[src/cpu_pkg.sv]
package cpu_pkg;

    localparam int data_w     = 32;
    localparam int reg_addr_w = 5;

    typedef logic [data_w-1:0]     word_t;
    typedef logic [reg_addr_w-1:0] reg_idx_t;

    localparam word_t reset_pc    = 32'h0000_0000;
    localparam word_t instr_bytes = 32'd4;       // fetch step

    // primary opcodes kept by this core
    typedef enum logic [5:0] {
        op_special = 6'h00,
        op_addiu   = 6'h09,
        op_slti    = 6'h0a,
        op_sltiu   = 6'h0b,
        op_andi    = 6'h0c,
        op_ori     = 6'h0d,
        op_xori    = 6'h0e,
        op_lui     = 6'h0f,
        op_lw      = 6'h23,
        op_sw      = 6'h2b
    } opcode_e;

    // special-function field, opcode 0
    typedef enum logic [5:0] {
        fn_sll  = 6'h00,
        fn_srl  = 6'h02,
        fn_sra  = 6'h03,
        fn_addu = 6'h21,
        fn_subu = 6'h23,
        fn_and  = 6'h24,
        fn_or   = 6'h25,
        fn_xor  = 6'h26,
        fn_nor  = 6'h27,
        fn_slt  = 6'h2a,
        fn_sltu = 6'h2b
    } funct_e;

    typedef enum logic [3:0] {
        alu_add, alu_sub, alu_and, alu_or, alu_xor, alu_nor,
        alu_slt, alu_sltu, alu_sll, alu_srl, alu_sra, alu_lui
    } alu_op_e;

    // ID/EX register contents
    typedef struct packed {
        word_t    pc;
        logic     valid;
        alu_op_e  alu_op;
        reg_idx_t rs;
        reg_idx_t rt;
        word_t    a;        // rs value from the register file
        word_t    b;        // rt value from the register file
        word_t    imm;      // already extended
        logic     use_imm;
        logic [4:0] shamt;
        reg_idx_t wreg;
        logic     regwen;   // never set for r0
        logic     load;
        logic     store;
    } id_ex_t;

endpackage

[src/pipe_if.sv]
`timescale 1ns/1ps

// EX/MEM register as seen by the memory stage
interface mem_req_if;
    cpu_pkg::word_t    pc;
    logic              valid;
    cpu_pkg::word_t    result;      // alu result or load/store address
    cpu_pkg::word_t    store_data;
    logic              load;
    logic              store;
    logic              regwen;
    cpu_pkg::reg_idx_t wreg;

    modport src (output pc, valid, result, store_data, load, store, regwen, wreg);
    modport dst (input  pc, valid, result, store_data, load, store, regwen, wreg);
endinterface

// retiring register write, also the writeback forwarding source
interface wb_if;
    cpu_pkg::word_t    pc;
    logic              regwen;
    cpu_pkg::reg_idx_t wreg;
    cpu_pkg::word_t    wdata;

    modport src (output pc, regwen, wreg, wdata);
    modport dst (input  pc, regwen, wreg, wdata);
endinterface

[src/regfile.sv]
`timescale 1ns/1ps

module regfile (
    input  logic              clk,
    input  cpu_pkg::reg_idx_t rs,
    input  cpu_pkg::reg_idx_t rt,
    input  logic              wen,
    input  cpu_pkg::reg_idx_t wreg,
    input  cpu_pkg::word_t    wdata,
    output cpu_pkg::word_t    rs_data,
    output cpu_pkg::word_t    rt_data
);

    cpu_pkg::word_t regs [1:31];    // r0 has no storage

    always_ff @(posedge clk) begin
        if (wen && wreg != '0) begin
            regs[wreg] <= wdata;
        end
    end

    // write-first, so decode sees the value retiring this cycle
    assign rs_data = (rs == '0) ? '0 : (wen && wreg == rs) ? wdata : regs[rs];
    assign rt_data = (rt == '0) ? '0 : (wen && wreg == rt) ? wdata : regs[rt];

endmodule

[src/fetch_stage.sv]
`timescale 1ns/1ps

module fetch_stage (
    input  logic           clk,
    input  logic           reset,
    input  logic           stall,
    output cpu_pkg::word_t fetch_pc
);

    // fetch_pc is both the instruction SRAM address and the pc sent to decode.
    // holding it on a stall makes the SRAM return the same word one more time,
    // which decode needs after it replays the stalled instruction
    always_ff @(posedge clk) begin
        if (reset) begin
            fetch_pc <= cpu_pkg::reset_pc;
        end else if (!stall) begin
            fetch_pc <= fetch_pc + cpu_pkg::instr_bytes;    // straight-line only
        end
    end

endmodule

[src/decode_stage.sv]
`timescale 1ns/1ps

module decode_stage (
    input  logic            clk,
    input  logic            reset,
    input  cpu_pkg::word_t  fetch_pc,
    input  cpu_pkg::word_t  instr,
    wb_if.dst               wb,
    output logic            stall,
    output cpu_pkg::id_ex_t id_ex
);

    cpu_pkg::word_t    pc_q;
    cpu_pkg::word_t    held_instr;  // instruction parked during a stall
    cpu_pkg::word_t    cur;
    logic              valid_q;
    logic              replay_q;
    logic              live;
    cpu_pkg::opcode_e  opcode;
    cpu_pkg::funct_e   funct;
    cpu_pkg::reg_idx_t rs, rt;
    cpu_pkg::word_t    rs_data, rt_data;
    cpu_pkg::id_ex_t   next;
    logic              reads_rs, reads_rt;

    assign cur    = replay_q ? held_instr : instr;  // sram word is stale after a stall
    assign opcode = cpu_pkg::opcode_e'(cur[31:26]);
    assign funct  = cpu_pkg::funct_e'(cur[5:0]);
    assign rs     = cur[25:21];
    assign rt     = cur[20:16];

    regfile u_regfile (
        .clk     (clk),
        .rs      (rs),
        .rt      (rt),
        .wen     (wb.regwen),
        .wreg    (wb.wreg),
        .wdata   (wb.wdata),
        .rs_data (rs_data),
        .rt_data (rt_data)
    );

    always_comb begin
        next         = '0;
        next.pc      = pc_q;
        next.rs      = rs;
        next.rt      = rt;
        next.a       = rs_data;
        next.b       = rt_data;
        next.shamt   = cur[10:6];
        next.alu_op  = cpu_pkg::alu_add;
        next.imm     = {{16{cur[15]}}, cur[15:0]};   // sign extend by default
        next.use_imm = 1'b1;
        next.wreg    = rt;
        next.regwen  = 1'b1;
        reads_rs     = 1'b1;
        reads_rt     = 1'b0;
        case (opcode)
            cpu_pkg::op_special: begin
                next.use_imm = 1'b0;
                next.wreg    = cur[15:11];
                reads_rt     = 1'b1;
                case (funct)
                    cpu_pkg::fn_addu: next.alu_op = cpu_pkg::alu_add;
                    cpu_pkg::fn_subu: next.alu_op = cpu_pkg::alu_sub;
                    cpu_pkg::fn_and:  next.alu_op = cpu_pkg::alu_and;
                    cpu_pkg::fn_or:   next.alu_op = cpu_pkg::alu_or;
                    cpu_pkg::fn_xor:  next.alu_op = cpu_pkg::alu_xor;
                    cpu_pkg::fn_nor:  next.alu_op = cpu_pkg::alu_nor;
                    cpu_pkg::fn_slt:  next.alu_op = cpu_pkg::alu_slt;
                    cpu_pkg::fn_sltu: next.alu_op = cpu_pkg::alu_sltu;
                    cpu_pkg::fn_sll: begin next.alu_op = cpu_pkg::alu_sll; reads_rs = 1'b0; end
                    cpu_pkg::fn_srl: begin next.alu_op = cpu_pkg::alu_srl; reads_rs = 1'b0; end
                    cpu_pkg::fn_sra: begin next.alu_op = cpu_pkg::alu_sra; reads_rs = 1'b0; end
                    default:          next.regwen = 1'b0;   // unknown funct is a nop
                endcase
            end
            cpu_pkg::op_addiu: next.alu_op = cpu_pkg::alu_add;
            cpu_pkg::op_slti:  next.alu_op = cpu_pkg::alu_slt;
            cpu_pkg::op_sltiu: next.alu_op = cpu_pkg::alu_sltu;   // compares against sign-extended imm
            cpu_pkg::op_andi: begin
                next.alu_op = cpu_pkg::alu_and;
                next.imm    = {16'h0, cur[15:0]};
            end
            cpu_pkg::op_ori: begin
                next.alu_op = cpu_pkg::alu_or;
                next.imm    = {16'h0, cur[15:0]};
            end
            cpu_pkg::op_xori: begin
                next.alu_op = cpu_pkg::alu_xor;
                next.imm    = {16'h0, cur[15:0]};
            end
            cpu_pkg::op_lui: begin
                next.alu_op = cpu_pkg::alu_lui;
                next.imm    = {cur[15:0], 16'h0};
                reads_rs    = 1'b0;
            end
            cpu_pkg::op_lw: next.load = 1'b1;
            cpu_pkg::op_sw: begin
                next.store  = 1'b1;
                next.regwen = 1'b0;
                reads_rt    = 1'b1;
            end
            default: next.regwen = 1'b0;
        endcase
        next.valid  = live;
        next.regwen = next.regwen && live && next.wreg != '0;
        next.load   = next.load && live;
        next.store  = next.store && live;
    end

    // load in ID/EX feeding the instruction here, its data is not ready until writeback
    assign stall = valid_q && id_ex.load && id_ex.regwen
                   && ((reads_rs && id_ex.wreg == rs) || (reads_rt && id_ex.wreg == rt));
    assign live  = valid_q && !stall;

    always_ff @(posedge clk) begin
        if (reset) begin
            valid_q      <= 1'b0;
            replay_q     <= 1'b0;
            id_ex.valid  <= 1'b0;
            id_ex.regwen <= 1'b0;
            id_ex.load   <= 1'b0;
            id_ex.store  <= 1'b0;
        end else begin
            valid_q  <= 1'b1;
            replay_q <= stall;
            id_ex    <= next;   // bubble when stalled
        end
        if (!stall) pc_q <= fetch_pc;
        if (stall) held_instr <= cur;
    end

endmodule

[src/execute_stage.sv]
`timescale 1ns/1ps

module execute_stage (
    input  logic            clk,
    input  logic            reset,
    input  cpu_pkg::id_ex_t id_ex,
    wb_if.dst               wb,
    mem_req_if.src          mem
);

    cpu_pkg::word_t fwd_a, fwd_b;
    cpu_pkg::word_t op_b;
    cpu_pkg::word_t result;
    logic           mem_fwd_ok;

    // EX/MEM holds the memory stage's result; a load there has no data yet.
    // regwen is never set for r0, so r0 is never forwarded
    assign mem_fwd_ok = mem.regwen && !mem.load;

    assign fwd_a = (mem_fwd_ok && mem.wreg == id_ex.rs) ? mem.result :
                   (wb.regwen && wb.wreg == id_ex.rs)   ? wb.wdata   : id_ex.a;
    assign fwd_b = (mem_fwd_ok && mem.wreg == id_ex.rt) ? mem.result :
                   (wb.regwen && wb.wreg == id_ex.rt)   ? wb.wdata   : id_ex.b;

    assign op_b = id_ex.use_imm ? id_ex.imm : fwd_b;

    always_comb begin
        case (id_ex.alu_op)
            cpu_pkg::alu_add:  result = fwd_a + op_b;   // wraps, no overflow trap
            cpu_pkg::alu_sub:  result = fwd_a - op_b;
            cpu_pkg::alu_and:  result = fwd_a & op_b;
            cpu_pkg::alu_or:   result = fwd_a | op_b;
            cpu_pkg::alu_xor:  result = fwd_a ^ op_b;
            cpu_pkg::alu_nor:  result = ~(fwd_a | op_b);
            cpu_pkg::alu_slt:  result = {31'h0, $signed(fwd_a) < $signed(op_b)};
            cpu_pkg::alu_sltu: result = {31'h0, fwd_a < op_b};
            cpu_pkg::alu_sll:  result = op_b << id_ex.shamt;
            cpu_pkg::alu_srl:  result = op_b >> id_ex.shamt;
            cpu_pkg::alu_sra:  result = $signed(op_b) >>> id_ex.shamt;
            cpu_pkg::alu_lui:  result = op_b;           // imm already in the upper half
            default:           result = '0;
        endcase
    end

    always_ff @(posedge clk) begin
        if (reset) begin
            mem.valid  <= 1'b0;
            mem.regwen <= 1'b0;
            mem.load   <= 1'b0;
            mem.store  <= 1'b0;
        end else begin
            mem.valid  <= id_ex.valid;
            mem.regwen <= id_ex.regwen;
            mem.load   <= id_ex.load;
            mem.store  <= id_ex.store;
        end
        mem.pc         <= id_ex.pc;
        mem.result     <= result;
        mem.store_data <= fwd_b;    // sw data, forwarded like any rt read
        mem.wreg       <= id_ex.wreg;
    end

endmodule

[src/memory_stage.sv]
`timescale 1ns/1ps

module memory_stage (
    input  logic           clk,
    input  logic           reset,
    mem_req_if.dst         mem,
    output logic           data_sram_en,
    output logic [3:0]     data_sram_wen,
    output cpu_pkg::word_t data_sram_addr,
    output cpu_pkg::word_t data_sram_wdata,
    input  cpu_pkg::word_t data_sram_rdata,
    wb_if.src              wb
);

    cpu_pkg::word_t wb_result;
    logic           wb_load;

    // word accesses only
    assign data_sram_en    = mem.valid && (mem.load || mem.store);
    assign data_sram_wen   = {4{mem.valid && mem.store}};
    assign data_sram_addr  = {mem.result[cpu_pkg::data_w-1:2], 2'b00};
    assign data_sram_wdata = mem.store_data;

    always_ff @(posedge clk) begin
        if (reset) begin
            wb.regwen <= 1'b0;
            wb_load   <= 1'b0;
        end else begin
            wb.regwen <= mem.valid && mem.regwen;
            wb_load   <= mem.valid && mem.load;
        end
        wb.pc     <= mem.pc;
        wb.wreg   <= mem.wreg;
        wb_result <= mem.result;
    end

    // sram read data shows up one cycle after the address, i.e. in writeback
    assign wb.wdata = wb_load ? data_sram_rdata : wb_result;

endmodule

[src/mycpu_top.sv]
`timescale 1ns/1ps

module mycpu_top (
    input  logic              clk,
    input  logic              reset,
    output cpu_pkg::word_t    inst_sram_addr,
    input  cpu_pkg::word_t    inst_sram_rdata,
    output logic              data_sram_en,
    output logic [3:0]        data_sram_wen,
    output cpu_pkg::word_t    data_sram_addr,
    output cpu_pkg::word_t    data_sram_wdata,
    input  cpu_pkg::word_t    data_sram_rdata,
    output cpu_pkg::word_t    debug_wb_pc,
    output logic [3:0]        debug_wb_rf_wen,
    output cpu_pkg::reg_idx_t debug_wb_rf_wnum,
    output cpu_pkg::word_t    debug_wb_rf_wdata
);

    cpu_pkg::id_ex_t id_ex;
    logic            stall;

    mem_req_if mem_bus ();
    wb_if      wb_bus ();

    fetch_stage u_fetch (.clk(clk), .reset(reset), .stall(stall), .fetch_pc(inst_sram_addr));

    decode_stage u_decode (
        .clk(clk), .reset(reset), .fetch_pc(inst_sram_addr), .instr(inst_sram_rdata),
        .wb(wb_bus), .stall(stall), .id_ex(id_ex)
    );

    execute_stage u_execute (.clk(clk), .reset(reset), .id_ex(id_ex), .wb(wb_bus), .mem(mem_bus));

    memory_stage u_memory (
        .clk(clk), .reset(reset), .mem(mem_bus),
        .data_sram_en(data_sram_en), .data_sram_wen(data_sram_wen),
        .data_sram_addr(data_sram_addr), .data_sram_wdata(data_sram_wdata),
        .data_sram_rdata(data_sram_rdata), .wb(wb_bus)
    );

    // retire trace
    assign debug_wb_pc       = wb_bus.pc;
    assign debug_wb_rf_wen   = {4{wb_bus.regwen}};
    assign debug_wb_rf_wnum  = wb_bus.wreg;
    assign debug_wb_rf_wdata = wb_bus.wdata;

endmodule

[config.mk]
export PLATFORM = sky130hd
export DESIGN_NAME = mycpu_top
export DESIGN_NICKNAME = d
export VERILOG_FILES = /design/src/cpu_pkg.sv /design/src/pipe_if.sv /design/src/regfile.sv /design/src/fetch_stage.sv /design/src/decode_stage.sv /design/src/execute_stage.sv /design/src/memory_stage.sv /design/src/mycpu_top.sv
export SDC_FILE = /design/constraint.sdc
export NUM_CORES = 2
export LEC_CHECK = 0
export ABC_AREA = 1
export BUFFER_PORTS_ARGS = -buffer_cell sky130_fd_sc_hd__buf_2
export CAP_MARGIN = 25
export CORE_MARGIN = 2
export CORE_UTILIZATION = 48
export CTS_CLUSTER_SIZE = 14
export DETAILED_ROUTE_END_ITERATION = 8
export HOLD_SLACK_MARGIN = 0.06
export PLACE_DENSITY_LB_ADDON = 0.08
export SLEW_MARGIN = 25
export SYNTH_ARGS = -nofsm -noshare
export SYNTH_HDL_FRONTEND = slang
export SYNTH_SLANG_ARGS = --single-unit
export TNS_END_PERCENT = 5
[constraint.sdc]
create_clock -name clk -period 6.2 [get_ports clk]
set_input_delay 0.31 -clock clk [delete_from_list [all_inputs] [get_ports clk]]
set_output_delay 0.31 -clock clk [all_outputs]
set_load 0.03 [all_outputs]
Word level (Yosys, flattened, before mapping)

Memories as Yosys holds them, arrays and structs flattened. A register that Yosys moved wholly into a read port is not among the register bits.
Index checks and enable logic that the tools add are counted.

ROM bits: 0
RAM bits: 992
Latch bits: 0
Memories: 1
Output and inout port bits: 174
Register bits after elaboration: 367

Bitwise operators: 4
Multiplexer cells: 23
Shifts and indexed selects: 3
Equal/unequal tests: 36
Reductions and logical operators: 38
Magnitude comparators: 2
Div/mod/pow operators: 0
Add/sub/neg operators: 3
Multiply operators: 0

Memories:

| name                    | depth | bits a word | rd ports | clocked after Yosys merged registers in | wr ports | line          | source |
|---|---|---|---|---|---|---|---|
| u_decode.u_regfile.regs | 31    | 32          | 2        | 2                                       | 1        | regfile.sv:14 | `cpu_pkg::word_t regs [1:31];` |

Operators with widths:

| operator              | number |
|---|---|
| $pmux 32 s12          | 1 |
| $mux 32               | 7 |
| $lt 32x32->1          | 2 |
| $pmux 32 s2           | 1 |
| $eq 6x6->1 const B    | 10 |
| $eq 6x4->1 const B    | 7 |
| $pmux 4 s10           | 1 |
| $add 32x3->32 const B | 1 |
| $add 32x32->32        | 1 |
| $and 32x32->32        | 1 |
| $not 32->32           | 1 |
| $or 32x32->32         | 1 |
| $shl 32x5->32         | 1 |
| $shr 32x5->32         | 1 |
| $sshr 32x5->32        | 1 |
| $sub 32x32->32        | 1 |
| $xor 32x32->32        | 1 |
| $eq 5x5->1            | 6 |
| $pmux 4 s7            | 1 |
| $logic_and 1x1->1     | 20 |
| $eq 4x3->1 const B    | 4 |
| $eq 4x4->1 const B    | 4 |
| $eq 6x2->1 const B    | 2 |
| $logic_not 6->1       | 2 |
| other kinds (14)      | 31 |

Longest topological paths before layout

Depth in word-level cells: 12
Mapped depth: 31

Modules after synthesis

A second synthesis with hierarchy kept.

Cells, all modules: 9978
Area total of the unflattened synthesis: 79364.9 um^2

Modules (own cells, without submodules):

| module        | times used | seq. area each (um^2) | cells an instance | area an instance (um^2) |
|---|---|---|---|---|
| regfile       | 1          | 29788.6               | 6506              | 53033.4 |
| execute_stage | 1          | 2102.0                | 2434              | 14079.8 |
| decode_stage  | 1          | 6636.4                | 532               | 8169.1 |
| memory_stage  | 1          | 1421.4                | 250               | 2446.1 |
| fetch_stage   | 1          | 600.6                 | 252               | 1606.5 |
| mycpu_top     | 1          | 0.0                   | 4                 | 30.0 |

Worst setup path before layout

No wires, ideal clock.

Path type: flip-flop to flip-flop
From: reg u_memory.wb_load
To: reg u_execute.mem.result[27]
Setup slack: 867 ps
Library setup time: 121 ps
Arrival time: 5212 ps
Stages on the path, launching flop included: 23
Buffers on the path: 3
Path through: dfxtp_1 > buf_2 > clkbuf_1 > o21ai_0 > nand3_1 > nand3_1 > nand3_1 > nand2_1 > inv_1 > ha_1 > clkbuf_1 > inv_1 > nand2_1 > o21ai_0 > a21oi_1 > nand3_1 > a21oi_1 > o21ai_0 > or2_2 > nand3_1 > nand3b_1 > nor2_1 > nand3_1

RTL lines:

| item                                         | line                | source |
|---|---|---|
| start, declared                              | memory_stage.sv:16  | `logic wb_load;` |
| start signal, assigned                       | memory_stage.sv:30  | `wb_load <= mem.valid && mem.load;` |
| $mux 32 (*)                                  | memory_stage.sv:38  | `assign wb.wdata = wb_load ? data_sram_rdata : wb_result;` |
| via debug_wb_rf_wdata[15]                    | mycpu_top.sv:16     | `output cpu_pkg::word_t debug_wb_rf_wdata` |
| $mux 32                                      | execute_stage.sv:23 | `(wb.regwen && wb.wreg == id_ex.rt) ? wb.wdata : id_ex.b;` |
| $mux 32                                      | execute_stage.sv:22 | `assign fwd_b = (mem_fwd_ok && mem.wreg == id_ex.rt) ? mem.result :` |
| $mux 32                                      | execute_stage.sv:25 | `assign op_b = id_ex.use_imm ? id_ex.imm : fwd_b;` |
| $sub 32x32->32, or another cell as far along | execute_stage.sv:30 | `cpu_pkg::alu_sub: result = fwd_a - op_b;` |
| $pmux 32 s12 (*)                             | execute_stage.sv:28 | `case (id_ex.alu_op)` |
| via u_execute.result[27]                     | execute_stage.sv:13 | `cpu_pkg::word_t result;` |
| end, declared                                | pipe_if.sv:14       | `modport src (output pc, valid, result, store_data, load, store, regwen, wreg);` |

Mark *: on every way through the listed nets, which the timed path passes. The rest lies on a longest branch.
A chain may end at the register's enable or synchronous reset.

Final worst setup path

From: reg u_memory.wb.regwen
To: reg u_execute.mem.result[30]

Longest elaborated chain between the ends: 7

RTL lines:

| item                                                   | line                | source |
|---|---|---|
| start, declared                                        | pipe_if.sv:25       | `modport src (output pc, regwen, wreg, wdata);` |
| branches (longest 6 deep; another with $sub 32x32->32) | --                  |  |
| $pmux 32 s12 (*)                                       | execute_stage.sv:28 |  |
| via u_execute.result[30]                               | execute_stage.sv:13 |  |

Mark *: on every way through the listed nets, which the timed path passes.

==> reports/metrics.cfg <==
[logic_synthesis]
async_flop_share=0
synth.yosys.warnings=0
synth-main-ff-cell=edfxtp_1
avgSynthCellArea_um2=8.852
synth_top_area_cell=edfxtp_1
synth.top_cell.area_share=0.4896
syn_area_um2=73910
synthCells=8349
ys_seq_area_frac=0.5459
synth_edf_count=1205
synth.area.top_cells=edfxtp_1, o21ai_0, nand3_1
ys_seq_elements=1413
ys_types=57

[die]
pin_count=240
die-width_um=396.4
dieArea_um2=157100
coreArea_um2=152400
start_util=0.4848
placementRows=143
die_y_um=396.4

[setup_path]
cp_top_family=compound AO/OA/AOI/OAI gates
worstPathMaxFanout=16
cp.required_ns=6.89
start_kind=register
crit_slowest_cell=nand3_2
path_common_cell=nand2_1
critical_path_buf_inv_count=4
rrSetupSlack_ns=0.88
endpoint_kind=register
criticalPathCategory=register to register
crit_chain=o21ai_0, a221oi_1, nand3_2, buf_4, mux2i_1, nand2_1, o21ai_0, inv_1, ha_1, inv_1, o21ai_0, a21oi_1, nand2_1, nand2_1, nand3_1, inv_1, o21ai_0, a21oi_1, o21ai_0, nand2_1, nand2_1, nor2_1, nor2_1, nand2_1
cp_slowest_stage_delay_ns=0.60
crit_arrival_ns=6.01

[power]
comb_power_share=0.159
internal-power_mw=17.07
p_leak_nw=32.00
p_clk_frac=0.383
pwr_density_cell_nw_per_um2=293.1
irDropWorstVdd_uv=263.4
seqPwrFrac=0.458
p_sw_frac=0.2961
p_switching_mw=7.178

[sta]
period_share=0.8588
worstMarginPinSlew_ns=1.160
fin_skew_ns=0.07262
hold_violations=0
drv_slew=0
setup_viol=0
fin_tns_setup_ns=0
rsz0062_at_grt=no
slew_headroom=0.2247
min_period_ns=5.324
fmax_mhz=187.8

[global_routing]
first_global_vias=61430
track_usage=0.3736
grt_pass1_wl_um=428300
grt-ovfl-total=0
grt_max_degree=185
antenna_found_initial=8

[drt]
drt_iter0_markers=9752
via_per_inst=6.267
wl_um=300600
final_antenna_net_count=0
wl_per_cell_um=28.59
drt_drc_violations_left=0
via_count=65890
detail_route.first_pass.iterations=6

[finish]
finalInstanceArea_um2=82710
nNetsFinal=8524
area_growth_pct=11.91
drive_above_1_share=0.09746

[clocking]
clock-sinks=1413
clk_transition_reported_paths_ns=0.06
cts_made_buffers=156
cts_root_buf=clkbuf_16
post_cts_resized=0
cts_max_level=4
tritoncts=yes
clk_path_buf_depth=3
post_cts_buffers=0
clk_latency_ns=0.82

[placed_design]
portBuffers=233
placed_area_um2=77370
hpwl_um=196700
gp_congestion=1.096

[status]
status=finished clean

[run]
drv_cap=0

[hold_path]
hold_path_class=input pin to register

==> power by group through the flow <==
| stage | clock (mW) | sequential [mW] | combinational [mW] |
|---|---|---|---|
| 3_5_place_dp | 0 | 11.3 | 3.72 |
| 6_report | 9.29 | 11.1 | 3.85 |
| 5_1_grt | 9.75 | 11.1 | 4.08 |
| 4_1_cts | 9.37 | 11.1 | 3.74 |
| 3_3_place_gp | 0 | 11.3 | 3.71 |
| 2_1_floorplan | 0 | 11.2 | 2.18 |
==> state kept, by name, indices dropped and copies added (netlist names) <==
register,flops
u_decode.replay_q,1
u_decode.held_instr,32
u_execute.mem.load,1
u_execute.mem.regwen,1
u_memory.wb_load,1
u_decode.pc_q,30
u_execute.mem.store,1
u_execute.mem.store_data,32
u_memory.wb.pc,30
u_memory.wb.regwen,1
u_execute.mem.pc,30
u_decode.id_ex,155
u_execute.mem.wreg,5
u_decode.valid_q,1
u_memory.wb_result,32
u_execute.mem.valid,1
u_memory.wb.wreg,5
u_decode.u_regfile.regs,992
u_execute.mem.result,32
u_fetch.fetch_pc,30
==> synth_stat cells (all sizes together), types with 3 or more instances <==
library cell	instances
edfxtp	1205
o31ai	8
or2	51
nor2	505
dfxtp	208
a21boi	3
o2111ai	20
o21ai	1429
a31oi	23
clkbuf	341
nor3	42
nand4	29
clkinv	7
a221oi	35
a21o	4
o22ai	83
and2	4
nor4	17
o21bai	14
o211ai	16
nand3	1011
inv	757
o221ai	35
nand2	1075
xnor2	8
o32ai	14
xor2	41
a21oi	938
mux2i	34
ha	104
buf	272
==> through the flow <==
| stage | total power, mW | setup WS, ns | utilization | hold slack [ns] | std cells |
|---|---|---|---|---|---|
| after floorplan | 13.39 | 0.8667 | - | 0.3096 | 8354 |
| after global placement | 15.00 | 1.038 | 0.5071 | 0.3118 | 10200 |
| after detailed placement | 15.01 | 1.002 | 0.5075 | 0.3121 | 10200 |
| after CTS | 24.20 | 0.9861 | 0.5422 | 0.08422 | 10500 |
| after global routing | 24.93 | 0.3294 | 0.5424 | 0.1246 | 10510 |
| final | 24.25 | 0.8757 | 0.5426 | 0.1327 | 10520 |
==> worst paths after layout <==
check / from / endpoint / depth (start not counted)
min reg2reg: u_execute.mem.pc[23]$_DFF_P_ / u_memory.wb.pc[23]$_DFF_P_ / 0
max reg2reg: u_memory.wb.regwen$_SDFF_PP0_ / u_execute.mem.result[30]$_DFF_P_ / 24
max: u_memory.wb.regwen$_SDFF_PP0_ / u_execute.mem.result[30]$_DFF_P_ / 24
min: data_sram_rdata[3] / u_execute.mem.store_data[3]$_DFF_P_ / 7
==> cells by family after synthesis <==
kind of cell | Yosys count | share of synthesized area
adder cells (fa/ha/maj) | 106 | 0.01815
AND/OR/NAND/NOR | 2738 | 0.1623
buffers and inverters | 1377 | 0.07561
XOR/XNOR | 49 | 0.005807
flip-flops | 1413 | 0.5459
AO/OA/AOI/OAI | 2631 | 0.1875
multiplexers | 34 | 0.004605
other | 1 | 0.00005074
==> routing by layer <==
| layer | global-route usage | wire (um) |
|---|---|---|
| met5 | 0 | 25 |
| met4 | 0.2180 | 20120 |
| met3 | 0.07061 | 31000 |
| met2 | 0.5653 | 131700 |
| met1 | 0.5018 | 117800 |
==> worst register-to-register path, stage by stage, from the launching register on <==
cell	delay (ns)
dfxtp_1	0.55
o21ai_0	0.15
a221oi_1	0.26
nand3_2	0.60
buf_4	0.47
mux2i_1	0.17
nand2_1	0.06
o21ai_0	0.13
inv_1	0.11
ha_1	0.54
inv_1	0.15
o21ai_0	0.45
a21oi_1	0.09
nand2_1	0.10
nand2_1	0.05
nand3_1	0.12
inv_1	0.09
o21ai_0	0.33
a21oi_1	0.18
o21ai_0	0.24
nand2_1	0.09
nand2_1	0.06
nor2_1	0.04
nor2_1	0.12
nand2_1	0.06
==> layout by cell type, fill, tap and decap left out, types with 16 or more instances in the layout <==
cell / count
buf_4: 172
ha_1: 104
clkinv_1: 30
edfxtp_1: 1205
nor2_4: 41
nor2_1: 460
o2111ai_1: 20
o221ai_1: 35
o211ai_1: 16
or2_2: 45
a21oi_1: 938
a221oi_1: 35
o21ai_4: 20
o21ai_1: 43
nand2_1: 1059
nand3_1: 1001
nor4_1: 17
buf_12: 22
nor3_1: 40
mux2i_1: 34
clkbuf_1: 41
a31oi_1: 23
buf_2: 233
nand4_1: 29
clkbuf_16: 159
dlygate4sd3_1: 22
o22ai_1: 83
inv_1: 736
o21ai_0: 1349
xor2_1: 41
clkinv_2: 19
o21ai_2: 17
dfxtp_1: 207
==> repair_timing <==
action | CTS | global route
hold buffers | 22 | 0
hold endpoints to repair | 73 | 0
endpoints found under the setup margin | 0 | 0
==> cell type report <==
type,count,area [um2]
clock buffer,210,4258
antenna,10,25.02
multi-input combinational,5564,28630
fill,13960,69730
inverter,764,2900
timing repair buffer,453,3203
sequential,1413,40350
tap,2030,2540
clock inverter,71,807.0
Power figures use the tool's default switching activity.
